==> src/frame_pkg.sv <==
// Frame transmitter package with the widths and limits shared across the design

package frame_pkg;

  // ------------------------------
  // Lengths
  // ------------------------------

  // Width of the frame length and of the remaining-length counter
  localparam int LEN_W = 8;

  // Largest frame length in bytes that the transmitter accepts
  localparam int MAX_FRAME_LEN = 255;

  // ------------------------------
  // Output lanes
  // ------------------------------

  // Number of byte lanes on the output, so at most this many bytes per beat
  localparam int LANES = 2;

  // Width of the per-beat byte count, which holds 0 up to LANES
  localparam int CNT_W = 2;

  // Width of one byte on a lane
  localparam int BYTE_W = 8;

endpackage : frame_pkg

==> src/byte_gen.sv <==
// Pattern generator that presents the next frame bytes and advances by the bytes sent

`timescale 1ns/1ps

module byte_gen (
  input  logic                                        clk,
  input  logic                                        arst_n,
  input  logic                                        load,
  input  logic [frame_pkg::BYTE_W-1:0]                seed,
  input  logic [frame_pkg::CNT_W-1:0]                 step,
  output logic [frame_pkg::LANES*frame_pkg::BYTE_W-1:0] data
);

  import frame_pkg::*;

  // Value of the next byte still to be sent
  logic [BYTE_W-1:0] next_q;

  // Seed on load, then move forward by however many bytes left this beat.
  // The byte arithmetic wraps modulo 256 on its own
  always_ff @(posedge clk or negedge arst_n) begin
    if (!arst_n) begin
      next_q <= '0;
    end else if (load) begin
      next_q <= seed;
    end else if (step != '0) begin
      next_q <= next_q + BYTE_W'(step);
    end
  end

  // ------------------------------
  // Lane fill
  // ------------------------------

  // Lane i carries the next byte plus i, earliest byte in the low lane.
  // Lanes above the beat's count show bytes not yet sent and are ignored
  for (genvar i = 0; i < LANES; i++) begin : gen_lane
    assign data[i*BYTE_W +: BYTE_W] = next_q + BYTE_W'(i);
  end

endmodule : byte_gen

==> src/count_decr.sv <==
// Remaining-length counter that loads, decrements by a variable step and exposes its next value

`timescale 1ns/1ps

module count_decr (
  input  logic                         clk,
  input  logic                         arst_n,
  // Load strobe, init_len is sampled in the same cycle
  input  logic                         load,
  input  logic [frame_pkg::LEN_W-1:0]  init_len,
  // Bytes consumed this cycle, zero means no decrement
  input  logic [frame_pkg::CNT_W-1:0]  step,
  output logic [frame_pkg::LEN_W-1:0]  remain,
  output logic [frame_pkg::LEN_W-1:0]  remain_next
);

  import frame_pkg::*;

  // ------------------------------
  // Next value
  // ------------------------------

  logic [LEN_W-1:0] base_value;
  logic [LEN_W-1:0] step_ext;
  logic             update;

  // The step is widened to the counter width before the subtraction
  assign step_ext = LEN_W'(step);

  // A load that coincides with a step applies the step to the loaded value,
  // so the first beat of a frame could be taken in the loading cycle
  assign base_value = load ? init_len : remain;

  // The controller never asks for more than remains, so no wrap handling
  assign remain_next = base_value - step_ext;

  // The register only moves on a load or a non-zero step
  assign update = load || (step != '0);

  // ------------------------------
  // Counter register
  // ------------------------------

  // Counter comes out of reset at zero, matching an idle transmitter
  always_ff @(posedge clk or negedge arst_n) begin
    if (!arst_n) begin
      remain <= '0;
    end else if (update) begin
      remain <= remain_next;
    end
  end

  // When neither load nor step is present remain_next equals remain,
  // which lets the controller chain on it without checking the strobes

endmodule : count_decr

==> src/frame_checksum.sv <==
// Running modulo-256 sum of the bytes sent in a frame

`timescale 1ns/1ps

module frame_checksum (
  input  logic                                        clk,
  input  logic                                        arst_n,
  input  logic                                        load,
  input  logic [frame_pkg::CNT_W-1:0]                 step,
  input  logic [frame_pkg::LANES*frame_pkg::BYTE_W-1:0] data,
  output logic [frame_pkg::BYTE_W-1:0]                csum
);

  import frame_pkg::*;

  logic [BYTE_W-1:0] sum_next;

  // Only the lanes below the step count are part of the frame
  always_comb begin
    sum_next = csum;
    for (int i = 0; i < LANES; i++) begin
      if (CNT_W'(i) < step) begin
        sum_next = sum_next + data[i*BYTE_W +: BYTE_W];
      end
    end
  end

  // A new frame starts from zero, and the total holds until the next load
  always_ff @(posedge clk or negedge arst_n) begin
    if (!arst_n) begin
      csum <= '0;
    end else if (load) begin
      csum <= '0;
    end else if (step != '0) begin
      csum <= sum_next;
    end
  end

endmodule : frame_checksum

==> src/frame_ctrl.sv <==
// Frame sequencer FSM that steps through payload, checksum and done and sizes each beat

`timescale 1ns/1ps

module frame_ctrl (
  input  logic                         clk,
  input  logic                         arst_n,
  // Command from the host
  input  logic                         start,
  input  logic [frame_pkg::LEN_W-1:0]  len,
  // Level that freezes the transmitter
  input  logic                         stall,
  // Counter feedback
  input  logic [frame_pkg::LEN_W-1:0]  remain,
  input  logic [frame_pkg::LEN_W-1:0]  remain_next,
  // Strobes to the counter, generator and checksum
  output logic                         load,
  output logic [frame_pkg::CNT_W-1:0]  step,
  // Status towards the outside
  output logic                         out_valid,
  output logic                         csum_valid,
  output logic                         busy,
  output logic                         done
);

  import frame_pkg::*;

  // ------------------------------
  // State
  // ------------------------------

  enum logic [1:0] {
    ST_IDLE,
    ST_PAYLOAD,
    ST_CSUM,
    ST_DONE
  } state_q, state_d;

  logic accept;
  logic beat;
  logic [CNT_W-1:0] beat_bytes;

  // A command is taken only when no frame is in flight and the length is non-zero.
  // The done cycle already counts as free, so back-to-back frames lose no cycle
  assign accept = start && (len != '0) && ((state_q == ST_IDLE) || (state_q == ST_DONE));

  // One payload beat per unstalled cycle in the payload state
  assign beat = (state_q == ST_PAYLOAD) && !stall;

  // Up to LANES bytes per beat, fewer on the tail of the frame
  assign beat_bytes = (remain >= LEN_W'(LANES)) ? CNT_W'(LANES) : CNT_W'(remain);

  // ------------------------------
  // Outputs
  // ------------------------------

  assign load       = accept;
  assign step       = beat ? beat_bytes : '0;
  assign out_valid  = beat;
  assign csum_valid = (state_q == ST_CSUM) && !stall;

  // Busy spans payload and checksum and drops with the done pulse
  assign busy = (state_q == ST_PAYLOAD) || (state_q == ST_CSUM);
  assign done = (state_q == ST_DONE);

  // ------------------------------
  // Transitions
  // ------------------------------

  always_comb begin
    state_d = state_q;
    case (state_q)
      ST_IDLE: begin
        if (accept) state_d = ST_PAYLOAD;
      end
      ST_PAYLOAD: begin
        // Leave on the beat that empties the counter, seen through remain_next
        if (beat && (remain_next == '0)) state_d = ST_CSUM;
      end
      ST_CSUM: begin
        // The checksum beat waits out any stall
        if (!stall) state_d = ST_DONE;
      end
      ST_DONE: begin
        state_d = accept ? ST_PAYLOAD : ST_IDLE;
      end
      default: begin
        state_d = ST_IDLE;
      end
    endcase
  end

  always_ff @(posedge clk or negedge arst_n) begin
    if (!arst_n) begin
      state_q <= ST_IDLE;
    end else begin
      state_q <= state_d;
    end
  end

endmodule : frame_ctrl

==> src/frame_tx.sv <==
// Frame transmitter top that joins the controller, length counter, byte generator and checksum

`timescale 1ns/1ps

module frame_tx (
  input  logic                                          clk,
  input  logic                                          arst_n,
  // Host command, len and seed sampled with the start pulse
  input  logic                                          start,
  input  logic [frame_pkg::LEN_W-1:0]                   len,
  input  logic [frame_pkg::BYTE_W-1:0]                  seed,
  input  logic                                          stall,
  // Payload beats, earlier byte in the low lane
  output logic                                          out_valid,
  output logic [frame_pkg::CNT_W-1:0]                   out_count,
  output logic [frame_pkg::LANES*frame_pkg::BYTE_W-1:0] out_data,
  // Checksum beat
  output logic                                          csum_valid,
  output logic [frame_pkg::BYTE_W-1:0]                  csum,
  // Frame status
  output logic                                          busy,
  output logic                                          done
);

  import frame_pkg::*;

  // ------------------------------
  // Internal wiring
  // ------------------------------

  logic             load;
  logic [CNT_W-1:0] step;
  logic [LEN_W-1:0] remain;
  logic [LEN_W-1:0] remain_next;

  // The beat size is the controller's step, zero outside valid beats
  assign out_count = step;

  // A zero length is dropped by the controller, which then stays idle
  frame_ctrl u_ctrl (
    .clk         (clk),
    .arst_n      (arst_n),
    .start       (start),
    .len         (len),
    .stall       (stall),
    .remain      (remain),
    .remain_next (remain_next),
    .load        (load),
    .step        (step),
    .out_valid   (out_valid),
    .csum_valid  (csum_valid),
    .busy        (busy),
    .done        (done)
  );

  count_decr u_count (
    .clk         (clk),
    .arst_n      (arst_n),
    .load        (load),
    .init_len    (len),
    .step        (step),
    .remain      (remain),
    .remain_next (remain_next)
  );

  byte_gen u_gen (
    .clk    (clk),
    .arst_n (arst_n),
    .load   (load),
    .seed   (seed),
    .step   (step),
    .data   (out_data)
  );

  // The checksum sees the same lanes and step that leave on the output
  frame_checksum u_csum (
    .clk    (clk),
    .arst_n (arst_n),
    .load   (load),
    .step   (step),
    .data   (out_data),
    .csum   (csum)
  );

endmodule : frame_tx

==> config.mk <==
export PLATFORM = sky130hd
export DESIGN_NAME = frame_tx
export DESIGN_NICKNAME = d
export VERILOG_FILES = /design/src/frame_pkg.sv /design/src/byte_gen.sv /design/src/count_decr.sv /design/src/frame_checksum.sv /design/src/frame_ctrl.sv /design/src/frame_tx.sv
export SDC_FILE = /design/constraint.sdc
export NUM_CORES = 1
export LEC_CHECK = 0
export BUFFER_PORTS_ARGS = -buffer_cell sky130_fd_sc_hd__buf_2
export CAP_MARGIN = 10
export CORE_MARGIN = 2
export CORE_UTILIZATION = 47
export DETAILED_ROUTE_END_ITERATION = 7
export PLACE_DENSITY_LB_ADDON = 0.25
export SYNTH_ARGS = -nofsm -noshare
export SYNTH_HDL_FRONTEND = slang
export SYNTH_SLANG_ARGS = --single-unit
export TNS_END_PERCENT = 100
==> constraint.sdc <==
create_clock -name clk -period 5.7 [get_ports clk]
set_clock_uncertainty 0.15 [all_clocks]
set_input_delay 1.14 -clock clk [delete_from_list [all_inputs] [get_ports clk]]
set_output_delay 1.14 -clock clk [all_outputs]
set_load 0.1 [all_outputs]
# After elaboration in Yosys (flattened, before gate mapping)
# Index checks and enable logic that the tools add are counted.
[totals] reg_bits=26 in_bits=20 elab_cells=47 output_inout_bits=30
[op_classes] muxes=14 n_reduce_logical=15 n_eq_ne=6 add_sub_neg=5 order_cmp=3
[ops] op="$mux 8" n=7
[ops] op="$add 8x8->8" n=2
[ops] op="$mux 2" n=5
[ops] op="$add 8x1->8 const B" n=1
[ops] op="$add 8x2->8" n=1
[ops] op="$ge 8x2->1 const B" n=1
[ops] op="$logic_not 8->1" n=1
[ops] op="$pmux 2 s4" n=1
[ops] op="$reduce_bool 8->1" n=1
[ops] op="$sub 8x2->8" n=1
[ops] op="$logic_and 1x1->1" n=5
[ops] op="$eq 2x2->1 const B" n=2
[ops] op="$lt 1x2->1 const A" n=2
[ops] op="$ne 2x2->1 const B" n=2
[ops] op="$reduce_bool 2->1" n=2
[ops] op="$logic_or 1x1->1" n=3
[ops] op="$reduce_and 3->1" n=1
[ops] op="$eq 2x1->1 const B" n=1
[ops] op="$logic_not 2->1" n=1
[ops] op="$ne 2x1->1 const B" n=1
[ops] op="$logic_not 1->1" n=1
[ops] op="$mux 1" n=1

# Longest topological paths before layout
# Gate-level depths: netlist of run 1.
[logic_depth] depth_word=9 depth_mapped=16 mapped_depth_nobuf=16

# Cells and area by module
# Synthesis of run 1 repeated with hierarchy kept, for this count alone.
[hier_totals] cells_unflattened=310 area_unflattened_um2=2725.1
[modules_own_cells] mod="frame_checksum" seq_area_each_um2=200.2 area_per_inst_um2=1082.3 instances=1 cells_each=128
[modules_own_cells] mod="count_decr" seq_area_each_um2=200.2 area_per_inst_um2=738.2 instances=1 cells_each=79
[modules_own_cells] mod="byte_gen" seq_area_each_um2=200.2 area_per_inst_um2=608.1 instances=1 cells_each=71
[modules_own_cells] mod="frame_ctrl" seq_area_each_um2=50.0 area_per_inst_um2=296.5 instances=1 cells_each=32

# Worst setup path before layout of run 1
# OpenSTA, ideal clock, no wires.
[synth_timing] kind="input to register" startpoint="input stall" endpoint="register u_ctrl.state_q[0] (netlist name)" arrival_ps=6180 path_stages=10 setup_slack_ps=-702 required_ps=5479 setup_ps=71 cell_sequence="nor2b_1 nand2_1 nor2_1 ha_1 nor2b_1 a2111o_1 or3_1 a211o_1 o41a_1 nor2_1"
[synth_between] elab_chain_cells=8 word_cells_on_any_way=9 classes_between="add/sub (1); eq/ne (2); mux (1); reduce/logical (5)"
[synth_lines] element="from (decl)" line_no="frame_tx.sv:12" rtl="input logic stall,"
[synth_lines] element="$logic_not 1->1" line_no="frame_ctrl.sv:48" rtl="assign beat = (state_q == ST_PAYLOAD) && !stall;"
[synth_lines] element="$logic_and 1x1->1" line_no="frame_ctrl.sv:48"
[synth_lines] element="$mux 2" line_no="frame_ctrl.sv:58" rtl="assign step = beat ? beat_bytes : '0;"
[synth_lines] element="named net out_count (one bit)" line_no="frame_tx.sv:15" rtl="output logic [frame_pkg::CNT_W-1:0] out_count,"
[synth_lines] element="$sub 8x2->8" line_no="count_decr.sv:35" rtl="assign remain_next = base_value - step_ext;"
[synth_lines] element="$logic_not 8->1" line_no="frame_ctrl.sv:78" rtl="if (beat && (remain_next == '0)) state_d = ST_CSUM;"
[synth_lines] element="$logic_and 1x1->1" line_no="frame_ctrl.sv:78"
[synth_lines] element="$ne 2x2->1 (no source line)"
[synth_lines] element="$reduce_and 3->1 (no source line)"
[synth_lines] element="to (signal assigned)" line_no="frame_ctrl.sv:97" rtl="state_q <= state_d;"
[synth_lines] element="to (decl)" line_no="frame_ctrl.sv:37" rtl="} state_q, state_d;"
# The timed path passes the listed nets, and every way through them passes these cells.
# A chain may end at the register's enable or synchronous reset.

# Worst setup path in the final report of run 1
[layout_timing] startpoint="input len[3] (netlist name)" endpoint="register u_ctrl.state_q[0] (netlist name)"
[layout_between] elab_chain_cells=9 word_cells_on_any_way=12 classes_between="add/sub (1); eq/ne (2); mux (3); reduce/logical (6)"
[layout_lines] element="from (decl)" line_no="frame_tx.sv:10" rtl="input logic [frame_pkg::LEN_W-1:0] len,"
[layout_lines] element="$reduce_bool 8->1" line_no="frame_ctrl.sv:45" rtl="assign accept = start && (len != '0) && ((state_q == ST_IDLE) || (state_q == ST_DONE));"
[layout_lines] element="$logic_and 1x1->1 (2 in series)" line_no="frame_ctrl.sv:45"
[layout_lines] element="$mux 8" line_no="count_decr.sv:32" rtl="assign base_value = load ? init_len : remain;"
[layout_lines] element="$sub 8x2->8" line_no="count_decr.sv:35"
[layout_lines] element="$logic_not 8->1" line_no="frame_ctrl.sv:78"
[layout_lines] element="$logic_and 1x1->1" line_no="frame_ctrl.sv:78"
[layout_lines] element="$ne 2x2->1 (no source line)"
[layout_lines] element="$reduce_and 3->1 (no source line)"
# Several ways; a longest one is shown, not always the timed one.

==> Flow_metrics.wiki, run 1 <==
{| class="wikitable"
! Metric !! Value
|-
| Average wire length per cell after detail routing || 14.9 um
|-
| Critical Path RT || 5.76 ns
|-
| Placed cells || ~420
|-
| Most used cells in the layout excluding fill and tap cells || sky130_fd_sc_hd__buf_2 (49), sky130_fd_sc_hd__nand2_1 (40), sky130_fd_sc_hd__nor2_1 (32), sky130_fd_sc_hd__dfrtp_1 (26), sky130_fd_sc_hd__ha_1 (24)
|-
| Fin Setup TNS || 0 ns
|-
| Die boundary height || between 70 and 80 um
|-
| Global placement routability congestion || 0.889
|-
| Synthesis-to-layout area growth || 15.4%
|-
| Chip width || 76.9 um
|-
| Arr. time, crit path || about 4.6 ns
|-
| Post-layout net count || 401
|-
| Sequential element share of the synthesized area || 0.260
|-
| Cell type of the slowest stage on the worst timing path || sky130_fd_sc_hd__or3_4
|-
| Final hold violations || 0
|-
| Share of synthesized registers carrying an async set or reset || 1.00
|-
| Routed Antenna Nets || 0
|-
| Proportion of synthesized area in mux cells || 0.0330
|-
| Root Driver || sky130_fd_sc_hd__clkbuf_8
|-
| Top cell type's share of synthesized area || 0.260
|-
| First-pass DRT Iterations || 4
|-
| Crit Path Class || in2reg
|-
| Post-synthesis cell count || 305
|-
| Die footprint || 5920 um^2
|-
| Reg area || around 650 um^2
|-
| Worst-case setup slack after placement || 0.892 ns
|-
| Slowest cell delay on critical path || about 0.43 ns
|-
| Compound-gate portion of the synthesized area || 0.191
|-
| Congestion Overflow GR || 0
|-
| Ordered list of cells on the worst path || buf_2 -> or3_4 -> o41ai_4 -> mux2i_1 -> inv_1 -> ha_1 -> nor2b_1 -> a2111o_1 -> or3_1 -> a211o_1 -> o41a_1 -> nor2_1
|-
| Setup slack after layout || 1.19 ns
|-
| Routed wire length || approximately 6300 um
|-
| Cell types with the largest area share after synthesis || sky130_fd_sc_hd__dfrtp_1 (26%), sky130_fd_sc_hd__ha_1 (12%), sky130_fd_sc_hd__xnor2_1 (7.7%), sky130_fd_sc_hd__nand2_1 (6.0%), sky130_fd_sc_hd__nor2_1 (5.0%)
|-
| Mean cell area of the mapped netlist || 8.19 um^2
|-
| Number of warning messages in the yosys log || 0
|-
| Core Region || roughly 5100 um^2
|-
| Dpl hpwl || 4790 um
|-
| Portion of the clock cycle consumed by the worst path in the final layout || 0.792
|-
| Type of origin of the critical path || input port
|-
| Placed instance area || 2830 um^2
|-
| Min Tclk post-route || approximately 4.5 ns
|-
| Number of filler cells placed in the layout || roughly 480
|-
| Clock slew seen by the registers of the worst setup and hold paths || 0.10 ns
|-
| Initial antenna violation count || 0
|-
| Worst-Skew Late Latency || ~0.27 ns
|-
| Setup violation total in the final timing report || 0
|-
| Via count normalized by instance count || 5.45
|-
| Post-synthesis share of cell area spent on full adders, half adders and majority gates || 0.152
|-
| Post-synth EDFFs || 0
|-
| Maximum achievable frequency || between 0.2 and 0.25 GHz
|-
| Setup repair after global routing missed its margin || false
|-
| Count of state elements after synthesis || 26
|-
| Postcts setup bufs || 0
|-
| Post-synth top area cell || sky130_fd_sc_hd__dfrtp_1
|-
| Count of non-filler cells in the finished layout || 422
|-
| Number of cells upsized or downsized after cts || 0
|-
| Critical Path Sink Type || flip-flop
|-
| Post-Layout Inst Area || 2880 um^2
|-
| Worst min-delay path class || reg2reg
|-
| Clock buffer count from CTS || 3
|-
| Most common cell after layout, fill and taps aside || sky130_fd_sc_hd__buf_2
|-
| Io pins || 50
|-
| Synthesized cell area || ~2500 um^2
|-
| Simple-Gate Fraction of Synth Area || 0.219
|-
| Worst slew margin || 0.583
|-
| Antenna diode count || 0
|-
| Count of hold buffers inserted by post-cts repair || 0
|-
| Total via count after detailed routing || 2298
|-
| Flip-flop cell with the highest count after synthesis || sky130_fd_sc_hd__dfrtp_1
|-
| Final Max Slew Viols || 0
|-
| Level count of the clock H-tree || 1
|-
| Count of distinct cell types in the synthesized netlist || 47
|-
| Post-detailed-route DRC marker count || 0
|-
| Maximum fanout along the worst path || 5
|-
| CTS sink cnt || 26
|-
| Maximum number of pins on one net before global-route repair || 30
|-
| Clock tree buffer depth || 2
|-
| Measured slew at the worst slew-check pin || 0.625 ns
|-
| Synthesized-area fraction occupied by xor and xnor cells || 0.109
|-
| Total routing resource utilization after global routing || 0.223
|-
| Violation count after the first detailed-routing iteration || 154
|-
| Port-buffer cells || between 40 and 50
|-
| # Max-Cap Violations || 0
|-
| Syn Nets || 353
|-
| Starting utilization of the core area || 0.489
|-
| First-pass GRT wire length || about 11000 um
|-
| Status || finished clean
|-
| Number of global-route vias before repair || 2258
|-
| Area used by multi-input combinational logic || 1770 um^2
|-
| Share of cells above drive strength 1 || 0.188
|-
| Number of placement rows || 26
|-
| Main combinational cell family by area after synthesis || simple AND/OR/NAND/NOR gates
|-
| Clock tree from TritonCTS || built
|}
==> path summary, 6_finish.rpt <==
| path | to | slack, ns | cells after the start | from |
|---|---|---|---|---|
| setup / recovery | u_ctrl.state_q[0]$_DFFE_PN0P_ | 1.19 | 12 | len[3] |
| hold / removal | u_count.remain[7]$_DFFE_PN0P_ | 0.39 | 2 | u_count.remain[7]$_DFFE_PN0P_ |
| setup reg to reg | u_ctrl.state_q[0]$_DFFE_PN0P_ | 1.43 | 13 | u_ctrl.state_q[1]$_DFFE_PN0P_ |
| hold reg to reg | u_count.remain[7]$_DFFE_PN0P_ | 0.39 | 2 | u_count.remain[7]$_DFFE_PN0P_ |
| max in group asynchronous | u_csum.csum[4]$_DFFE_PN0P_ | 4.27 | 1 | arst_n |
| min in group asynchronous | u_csum.csum[1]$_DFFE_PN0P_ | 0.72 | 1 | arst_n |
==> layer usage <==
layer  wire, um  share of wire  track usage  vias to the layer above
met3        258          0.041       0.0224                        2
met5          0              0            0                        -
li1           -              -            -                     1173
met1       3030           0.48        0.303                     1068
met4         28         0.0044       0.0455                        0
met2       2980           0.47        0.385                       55
==> synthesized netlist by cell type (all sizes together) (4+ instances only) <==
master and n:
nand2 40, nor2 33, dfrtp 26, ha 24, a21oi 22, xnor2 22
nand3 17, o21ai 17, inv 12, clkbuf 9, xor2 9, or3 8
mux2i 6, nor3 5, fa 4, o41ai 4
==> worst max-delay path, delay by kind of cell <==
| kind | cells | cell delay (ns) |
|---|---|---|
| buf+inv | 2 | 0.20 |
| fa+ha+maj | 1 | 0.26 |
| mux | 1 | 0.33 |
| compound gates | 4 | 1.55 |
| simple gates | 4 | 1.10 |
==> registers in the layout, summed over array words and instances, names as in the netlist <==
signal / count
u_count.remain: 8
u_csum.csum: 8
u_ctrl.state_q: 2
u_gen.next_q: 8
==> area by class of cell <==
class                           count  area share
Multi-Input combinational cell    256       0.612
Sequential cell                    26       0.226
Timing Repair Buffer               53      0.0955
Tap cell                           70      0.0304
Clock buffer                        4      0.0191
Inverter                           13      0.0169
==> per-stage QoR <==
stage,hold WS (ns),util
floorplan,0.305,-
global placement,0.356,0.554
detailed placement,0.359,0.554
CTS,0.383,0.564
global route,0.416,0.564
finish,0.385,0.564
==> kinds of logic after synthesis <==
| family | count (synthesis) |
|---|---|
| AO/OA/AOI/OAI | 70 |
| XOR/XNOR | 31 |
| adder cells (fa/ha/maj) | 28 |
| buffers and inverters | 23 |
| flip-flops | 26 |
| multiplexers | 8 |
| AND/OR/NAND/NOR | 119 |
Power of run 1 is left out: the tool's default activity adds up to more than one toggle a clock period on the data nets, which glitch-free logic cannot reach.
==> inputs of run 2 (changes only) <==
--- a/config.mk
+++ b/config.mk
@@ -5,6 +5,7 @@
 export SDC_FILE = /design/constraint.sdc
 export NUM_CORES = 1
 export LEC_CHECK = 0
+export ABC_AREA = 1
 export BUFFER_PORTS_ARGS = -buffer_cell sky130_fd_sc_hd__buf_2
 export CAP_MARGIN = 10
 export CORE_MARGIN = 2
==> constraint.sdc (replaced) <==
create_clock -name clk -period 4.1 [get_ports clk]
set_clock_uncertainty 0.15 [all_clocks]
set_input_delay 0.82 -clock clk [delete_from_list [all_inputs] [get_ports clk]]
set_output_delay 0.82 -clock clk [all_outputs]
set_load 0.1 [all_outputs]
==> Flow_metrics.wiki, run 2 <==
{| class="wikitable"
! Metric !! Value
|-
| Number of warning messages in the yosys log || 0 (unchanged)
|-
| Global placement routability congestion || 0.870 (was 0.889)
|-
| Final Max Slew Viols || 0 (unchanged)
|-
| Starting utilization of the core area || 0.485 (was 0.489)
|-
| # Max-Cap Violations || 0 (unchanged)
|-
| Worst slew margin || 0.584 (was 0.583)
|-
| Worst-case setup slack after placement || 0.661 ns (was 0.892 ns)
|-
| Clock buffer count from CTS || 3 (unchanged)
|-
| Level count of the clock H-tree || 1 (unchanged)
|-
| Maximum achievable frequency || around 0.3 GHz
|-
| Routed Antenna Nets || 0 (unchanged)
|-
| Crit Path Class || reg2reg (was in2reg)
|-
| Dpl hpwl || 5120 um (was 4790 um)
|-
| Synthesized cell area || 2460 um^2 (was 2500 um^2)
|-
| Mean cell area of the mapped netlist || 7.10 um^2 (was 8.19 um^2)
|-
| Min Tclk post-route || roughly 3.4 ns
|-
| Top cells by count, synth || sky130_fd_sc_hd__nand2_1 (81), sky130_fd_sc_hd__inv_1 (43), sky130_fd_sc_hd__nor2_1 (33) (was sky130_fd_sc_hd__nand2_1 (40), sky130_fd_sc_hd__nor2_1 (33), sky130_fd_sc_hd__dfrtp_1 (26))
|-
| Count of hold buffers inserted by post-cts repair || 0 (unchanged)
|-
| Antenna diode count || 0 (unchanged)
|-
| Worst min-delay path class || reg2reg (unchanged)
|-
| Post-synth EDFFs || 0 (unchanged)
|-
| Postcts setup bufs || 0 (unchanged)
|-
| Arr. time, crit path || 3.40 ns (was 4.58 ns)
|-
| Setup slack after layout || 0.728 ns (was 1.19 ns)
|-
| Final hold violations || 0 (unchanged)
|-
| Share of cells above drive strength 1 || 0.199 (was 0.188)
|-
| Critical Path Sink Type || flip-flop (unchanged)
|-
| Share of synthesized registers carrying an async set or reset || 1.00 (unchanged)
|-
| Critical Path RT || 4.13 ns (was 5.76 ns)
|-
| Setup repair after global routing missed its margin || false (unchanged)
|-
| Chip width || 76.4 um (was 76.9 um)
|-
| Die footprint || 5840 um^2 (was 5920 um^2)
|-
| Core Region || 5070 um^2 (was 5110 um^2)
|-
| Synthesis-to-layout area growth || 18.8% (was 15.4%)
|-
| Most common cell after layout, fill and taps aside || sky130_fd_sc_hd__nand2_1 (was sky130_fd_sc_hd__buf_2)
|-
| Number of global-route vias before repair || 2384 (was 2258)
|-
| Top cell type's share of synthesized area || 0.264 (was 0.260)
|-
| Cell type of the slowest stage on the worst timing path || sky130_fd_sc_hd__dfrtp_1 (was sky130_fd_sc_hd__or3_4)
|-
| Slowest cell delay on critical path || 0.46 ns (was 0.43 ns)
|-
| Count of distinct cell types in the synthesized netlist || 34 (was 47)
|-
| Violation count after the first detailed-routing iteration || 148 (was 154)
|-
| First-pass DRT Iterations || 4 (unchanged)
|-
| Post-synthesis cell count || 347 (was 305)
|-
| Post-synth top area cell || sky130_fd_sc_hd__dfrtp_1 (unchanged)
|-
| Syn Nets || 395 (was 353)
|-
| Ordered list of cells on the worst path || ha_1 -> fa_1 -> nand3_1 -> nand3_1 -> nand2_1 -> nand2_1 -> a21oi_1 -> xor2_1 -> o21ai_0 -> ha_1 -> a21oi_1 -> o221ai_1 -> nand2_1 -> nand2_1 -> nor2_1 -> xor2_1 -> nor2_1 (was buf_2 -> or3_4 -> o41ai_4 -> mux2i_1 -> inv_1 -> ha_1 -> nor2b_1 -> a2111o_1 -> or3_1 -> a211o_1 -> o41a_1 -> nor2_1)
|-
| Total routing resource utilization after global routing || 0.235 (was 0.223)
|-
| Clock slew seen by the registers of the worst setup and hold paths || 0.10 ns (about the same)
|-
| Number of placement rows || 26 (unchanged)
|-
| Type of origin of the critical path || flip-flop (was input port)
|-
| Most used cells in the layout excluding fill and tap cells || sky130_fd_sc_hd__nand2_1 (81), sky130_fd_sc_hd__buf_2 (49), sky130_fd_sc_hd__inv_1 (43), sky130_fd_sc_hd__nor2_1 (31), sky130_fd_sc_hd__dfrtp_1 (26) (was sky130_fd_sc_hd__buf_2 (49), sky130_fd_sc_hd__nand2_1 (40), sky130_fd_sc_hd__nor2_1 (32), sky130_fd_sc_hd__dfrtp_1 (26), sky130_fd_sc_hd__ha_1 (24))
|-
| CTS sink cnt || 26 (unchanged)
|-
| Most repeated library cell on the critical path || sky130_fd_sc_hd__nand2_1
|-
| Setup violation total in the final timing report || 0 (unchanged)
|-
| Post-detailed-route DRC marker count || 0 (unchanged)
|-
| Io pins || 50 (unchanged)
|-
| Flip-flop cell with the highest count after synthesis || sky130_fd_sc_hd__dfrtp_1 (unchanged)
|-
| Worst-Skew Late Latency || 0.28 ns (was 0.27 ns)
|-
| Maximum number of pins on one net before global-route repair || 28 (was 30)
|-
| Die boundary height || 76.4 um (was 76.9 um)
|-
| Congestion Overflow GR || 0 (unchanged)
|-
| Root Driver || sky130_fd_sc_hd__clkbuf_8 (unchanged)
|-
| Port-buffer cells || 49 (unchanged)
|-
| Maximum fanout along the worst path || 6 (was 5)
|-
| Post-layout net count || 446 (was 401)
|-
| Sequential element share of the synthesized area || 0.264 (was 0.260)
|-
| Biggest registers after layout || u_count.remain (8), u_csum.csum (8), u_gen.next_q (8) (unchanged)
|-
| Number of cells upsized or downsized after cts || 0 (unchanged)
|-
| Average wire length per cell after detail routing || 13.7 um (was 14.9 um)
|-
| Clock tree from TritonCTS || built (unchanged)
|-
| Total via count after detailed routing || 2423 (was 2298)
|-
| Measured slew at the worst slew-check pin || 0.624 ns (was 0.625 ns)
|-
| Clock tree buffer depth || 2 (unchanged)
|-
| Cell with the most instances after synthesis || sky130_fd_sc_hd__nand2_1 (unchanged)
|-
| Initial antenna violation count || 0 (unchanged)
|-
| Via count normalized by instance count || 5.19 (was 5.45)
|-
| Routed wire length || 6390 um (was 6300 um)
|-
| Count of state elements after synthesis || 26 (unchanged)
|-
| Portion of the clock cycle consumed by the worst path in the final layout || 0.823
|-
| First-pass GRT wire length || 11200 um (was 10900 um)
|-
| Status || finished clean (unchanged)
|-
| Cell types with the largest area share after synthesis || sky130_fd_sc_hd__dfrtp_1 (26%), sky130_fd_sc_hd__nand2_1 (12%), sky130_fd_sc_hd__ha_1 (12%), sky130_fd_sc_hd__inv_1 (6.6%), sky130_fd_sc_hd__xor2_1 (6.0%) (was sky130_fd_sc_hd__dfrtp_1 (26%), sky130_fd_sc_hd__ha_1 (12%), sky130_fd_sc_hd__xnor2_1 (7.7%), sky130_fd_sc_hd__nand2_1 (6.0%), sky130_fd_sc_hd__nor2_1 (5.0%))
|}
run 2: cell count changes in the layout (fill, tap and decap cells not counted), sizes merged, moves of 4 or more:
cell,before,now
o21ai,17,27
inv,12,45
nand2,40,85
mux2i,6,0
xor2,9,17
o41ai,4,0
xnor2,22,5
or3,8,0
nand4,2,7
run 2: final timing paths:
path	from	to	slack, ns	cells past startpoint
hold reg to reg	u_count.remain[1]$_DFFE_PN0P_	u_count.remain[1]$_DFFE_PN0P_	0.35	2
hold / removal	u_count.remain[1]$_DFFE_PN0P_	u_count.remain[1]$_DFFE_PN0P_	0.35	2
setup reg to reg	u_gen.next_q[0]$_DFFE_PN0P_	u_csum.csum[7]$_DFFE_PN0P_	0.73	17
max in group asynchronous	arst_n	u_csum.csum[2]$_DFFE_PN0P_	3.00	1
setup / recovery	u_gen.next_q[0]$_DFFE_PN0P_	u_csum.csum[7]$_DFFE_PN0P_	0.73	17
min in group asynchronous	arst_n	u_csum.csum[3]$_DFFE_PN0P_	0.39	1
run 2: cell type report:
type	count	area [um^2]
fill	515	2150
multi-input combinational	268	1670
sequential	26	651
timing repair buffer	54	283
inverter	45	169
tap	70	87.6
clock buffer	3	41.3
clock inverter	1	30.0
run 2: worst max-delay path: cells and delay by family, from the launching register on:
| kind | cells | cell delay [ns] |
|---|---|---|
| adders and majority gates | 3 | 1.02 |
| AOI/OAI and AO/OA | 4 | 0.73 |
| and+or+nand+nor | 8 | 0.67 |
| DFF | 1 | 0.46 |
| xor gates and xnor gates | 2 | 0.24 |
run 2: cell families (layout without fill, tap and decap cells):
group                    count (synthesis)  count (layout)  share of synthesized area
AND/OR/NAND/NOR                        157             157                      0.275
AO/OA/AOI/OAI                           61              61                      0.142
buffers and inverters                   53             103                     0.0863
adder cells (fa/ha/maj)                 28              28                      0.154
flip-flops                              26              26                      0.264
XOR/XNOR                                22              22                     0.0782
run 2: per-stage QoR:
step	hold WS, ns	util	cells	TNS (ns)	cell area, um^2
after detailed placement	0.328	0.563	463	0	2860
after global routing	0.405	0.577	467	0	2930
final	0.347	0.577	467	0	2930
after global placement	0.321	0.563	463	0	2860
after CTS	0.350	0.577	467	0	2930
after floorplan	0.303	-	347	-0.101	2530
run 2: routing by layer:
layer / up-vias / part of all wire / wire length, um / GRT usage
li1: 1237 / - / - / -
met1: 1128 / 0.43 / 2770 / 0.292
met2: 54 / 0.53 / 3390 / 0.440
met3: 4 / 0.029 / 187 / 0.0201
met4: 0 / 0.0083 / 53 / 0.0509
met5: - / 0 / 0 / 0
Power of run 2 is left out for the same reason.
==> inputs of run 3 (changes only) <==
==> constraint.sdc (replaced) <==
create_clock -name clk -period 2.8 [get_ports clk]
set_clock_uncertainty 0.15 [all_clocks]
set_input_delay 0.56 -clock clk [delete_from_list [all_inputs] [get_ports clk]]
set_output_delay 0.56 -clock clk [all_outputs]
set_load 0.1 [all_outputs]
==> Flow_metrics.wiki, run 3 (synthesized netlist as in run 2, its figures left out) <==
{| class="wikitable"
! Metric !! Value
|-
| Status || finished, violations left (was finished clean)
|-
| Violated checks || negative setup slack
|-
| Critical Path RT || 2.86 ns (was 4.13 ns)
|-
| First-pass GRT wire length || 13500 um (was 11200 um)
|-
| Number of placement rows || 26 (unchanged)
|-
| Biggest registers after layout || u_count.remain (8), u_csum.csum (8), u_gen.next_q (8) (unchanged)
|-
| Critical Path Sink Type || flip-flop (unchanged)
|-
| Io pins || 50 (unchanged)
|-
| Maximum achievable frequency || 0.316 GHz (was 0.297 GHz)
|-
| Final hold violations || 0 (unchanged)
|-
| Most used cells in the layout excluding fill and tap cells || sky130_fd_sc_hd__buf_4 (105), sky130_fd_sc_hd__nand2_1 (70), sky130_fd_sc_hd__buf_2 (43), sky130_fd_sc_hd__inv_1 (31), sky130_fd_sc_hd__nor2_1 (26) (was sky130_fd_sc_hd__nand2_1 (81), sky130_fd_sc_hd__buf_2 (49), sky130_fd_sc_hd__inv_1 (43), sky130_fd_sc_hd__nor2_1 (31), sky130_fd_sc_hd__dfrtp_1 (26))
|-
| Measured slew at the worst slew-check pin || 0.627 ns (was 0.624 ns)
|-
| Maximum number of pins on one net before global-route repair || 27 (was 28)
|-
| Worst slew margin || 0.582 (was 0.584)
|-
| Placed cells || 532 (was 463)
|-
| Clock slew seen by the registers of the worst setup and hold paths || 0.10 ns (about the same)
|-
| Synthesis-to-layout area growth || 75.1% (was 18.8%)
|-
| Maximum fanout along the worst path || 4 (was 6)
|-
| Count of hold buffers inserted by post-cts repair || 0 (unchanged)
|-
| Violation count after the first detailed-routing iteration || 195 (was 148)
|-
| Worst min-delay path class || in2async (was reg2reg)
|-
| Via count normalized by instance count || 5.64 (was 5.19)
|-
| Share of the core filled with cells || 0.850 (was 0.577)
|-
| Final Max Slew Viols || 0 (unchanged)
|-
| Min Tclk post-route || 3.16 ns (was 3.37 ns)
|-
| CTS sink cnt || 26 (unchanged)
|-
| Number of filler cells placed in the layout || 263 (was 515)
|-
| Setup slack after layout || -0.362 ns (was 0.728 ns)
|-
| Setup repair after global routing missed its margin || true (was false)
|-
| Count of non-filler cells in the finished layout || 573 (was 467)
|-
| Core Region || 5070 um^2 (unchanged)
|-
| Number of global-route vias before repair || 3085 (was 2384)
|-
| Level count of the clock H-tree || 1 (unchanged)
|-
| Port-buffer cells || 49 (unchanged)
|-
| Type of origin of the critical path || flip-flop (unchanged)
|-
| Die boundary height || 76.4 um (unchanged)
|-
| Fin Setup TNS || -1.39 ns (was 0 ns)
|-
| Root Driver || sky130_fd_sc_hd__clkbuf_8 (unchanged)
|-
| Placed instance area || 3530 um^2 (was 2860 um^2)
|-
| Clock tree buffer depth || 2 (unchanged)
|-
| Total via count after detailed routing || 3232 (was 2423)
|-
| Initial antenna violation count || 0 (unchanged)
|-
| Routed Antenna Nets || 0 (unchanged)
|-
| Clock buffer count from CTS || 3 (unchanged)
|-
| Crit Path Class || reg2reg (unchanged)
|-
| Starting utilization of the core area || 0.485 (unchanged)
|-
| Antenna diode count || 0 (unchanged)
|-
| Post-detailed-route DRC marker count || 0 (unchanged)
|-
| Chip width || 76.4 um (unchanged)
|-
| Length in cells of the worst reg-to-reg path || 17 (unchanged)
|-
| Arr. time, crit path || 3.22 ns (was 3.40 ns)
|-
| Most common cell after layout, fill and taps aside || sky130_fd_sc_hd__buf_4 (was sky130_fd_sc_hd__nand2_1)
|-
| # Max-Cap Violations || 0 (unchanged)
|-
| Congestion Overflow GR || 0 (unchanged)
|-
| Share of cells above drive strength 1 || 0.549 (was 0.199)
|-
| Average wire length per cell after detail routing || 17.9 um (was 13.7 um)
|-
| Dpl hpwl || 5800 um (was 5120 um)
|-
| Portion of the clock cycle consumed by the worst path in the final layout || 1.13 (was 0.823)
|-
| Die footprint || 5840 um^2 (unchanged)
|-
| Clock tree from TritonCTS || built (unchanged)
|-
| Total routing resource utilization after global routing || 0.287 (was 0.235)
|-
| Post-layout net count || 552 (was 446)
|-
| Post-Layout Inst Area || 4310 um^2 (was 2930 um^2)
|-
| First-pass DRT Iterations || 5 (was 4)
|-
| Worst-Skew Late Latency || 0.28 ns (about the same)
|-
| Routed wire length || 10200 um (was 6390 um)
|-
| Setup violation total in the final timing report || 9 (was 0)
|-
| Global placement routability congestion || 0.874 (was 0.870)
|}
## run 3: cell count changes in the layout (fill, tap and decap cells not counted), sizes merged
cell / previous run / this run
buf: 54 / 159
bufinv: 1 / 0
clkbuf: 3 / 5
## run 3: worst max-delay path, cell delays in order (launching register included)
cell and delay, ns:
sky130_fd_sc_hd__dfrtp_4 0.51, sky130_fd_sc_hd__ha_4 0.18, sky130_fd_sc_hd__fa_2 0.35, sky130_fd_sc_hd__nand3_2 0.08
sky130_fd_sc_hd__nand3_2 0.08, sky130_fd_sc_hd__nand2_1 0.08, sky130_fd_sc_hd__nand2_1 0.07, sky130_fd_sc_hd__a21oi_2 0.14
sky130_fd_sc_hd__xor2_1 0.23, sky130_fd_sc_hd__o21ai_2 0.11, sky130_fd_sc_hd__ha_4 0.31, sky130_fd_sc_hd__nand4_1 0.12
sky130_fd_sc_hd__o221ai_2 0.18, sky130_fd_sc_hd__nand2_1 0.07, sky130_fd_sc_hd__nand2_1 0.09, sky130_fd_sc_hd__nor2_2 0.04
sky130_fd_sc_hd__xor2_1 0.16, sky130_fd_sc_hd__nor2_1 0.12
## run 3: what timing repair did
item / 4_1_cts / 5_1_grt
pin swaps: 30 / 30
resized for setup: 52 / 59
setup endpoints to repair: 11 / 16
setup buffers: 26 / 11
## run 3: worst paths after layout
check,start,end,slack (ns)
setup reg to reg,u_gen.next_q[0]$_DFFE_PN0P_,u_csum.csum[7]$_DFFE_PN0P_,-0.36
min in group clk,seed[5],u_gen.next_q[5]$_DFFE_PN0P_,0.37
setup / recovery,u_gen.next_q[0]$_DFFE_PN0P_,u_csum.csum[7]$_DFFE_PN0P_,-0.36
max in group asynchronous,arst_n,u_gen.next_q[4]$_DFFE_PN0P_,1.89
hold / removal,arst_n,u_ctrl.state_q[1]$_DFFE_PN0P_,0.13
hold reg to reg,u_count.remain[0]$_DFFE_PN0P_,u_count.remain[0]$_DFFE_PN0P_,0.43
## run 3: cell type report
class	count	area, um^2	area share
multi-input cells	268	2150	0.498
repair buffers	160	1170	0.272
flip-flops and latches	26	674	0.156
inverters	45	184	0.0426
well taps	70	87.6	0.0203
clock buffers	4	45.0	0.0104
## run 3: per-stage QoR
| step | worst slack, ns | hold WS, ns |
|---|---|---|
| floorplan | -0.647 | 0.114 |
| CTS | -0.190 | 0.153 |
| global route | -0.514 | 0.170 |
| global placement | -0.301 | 0.320 |
| detailed placement | -0.412 | 0.335 |
| finish | -0.362 | 0.129 |
## run 3: per-layer routing
metal  share of wire  GRT usage
met1            0.37      0.312
met2            0.53      0.543
met3           0.058     0.0355
met4           0.048      0.145
met5               0          0
Power of run 3 is left out for the same reason.
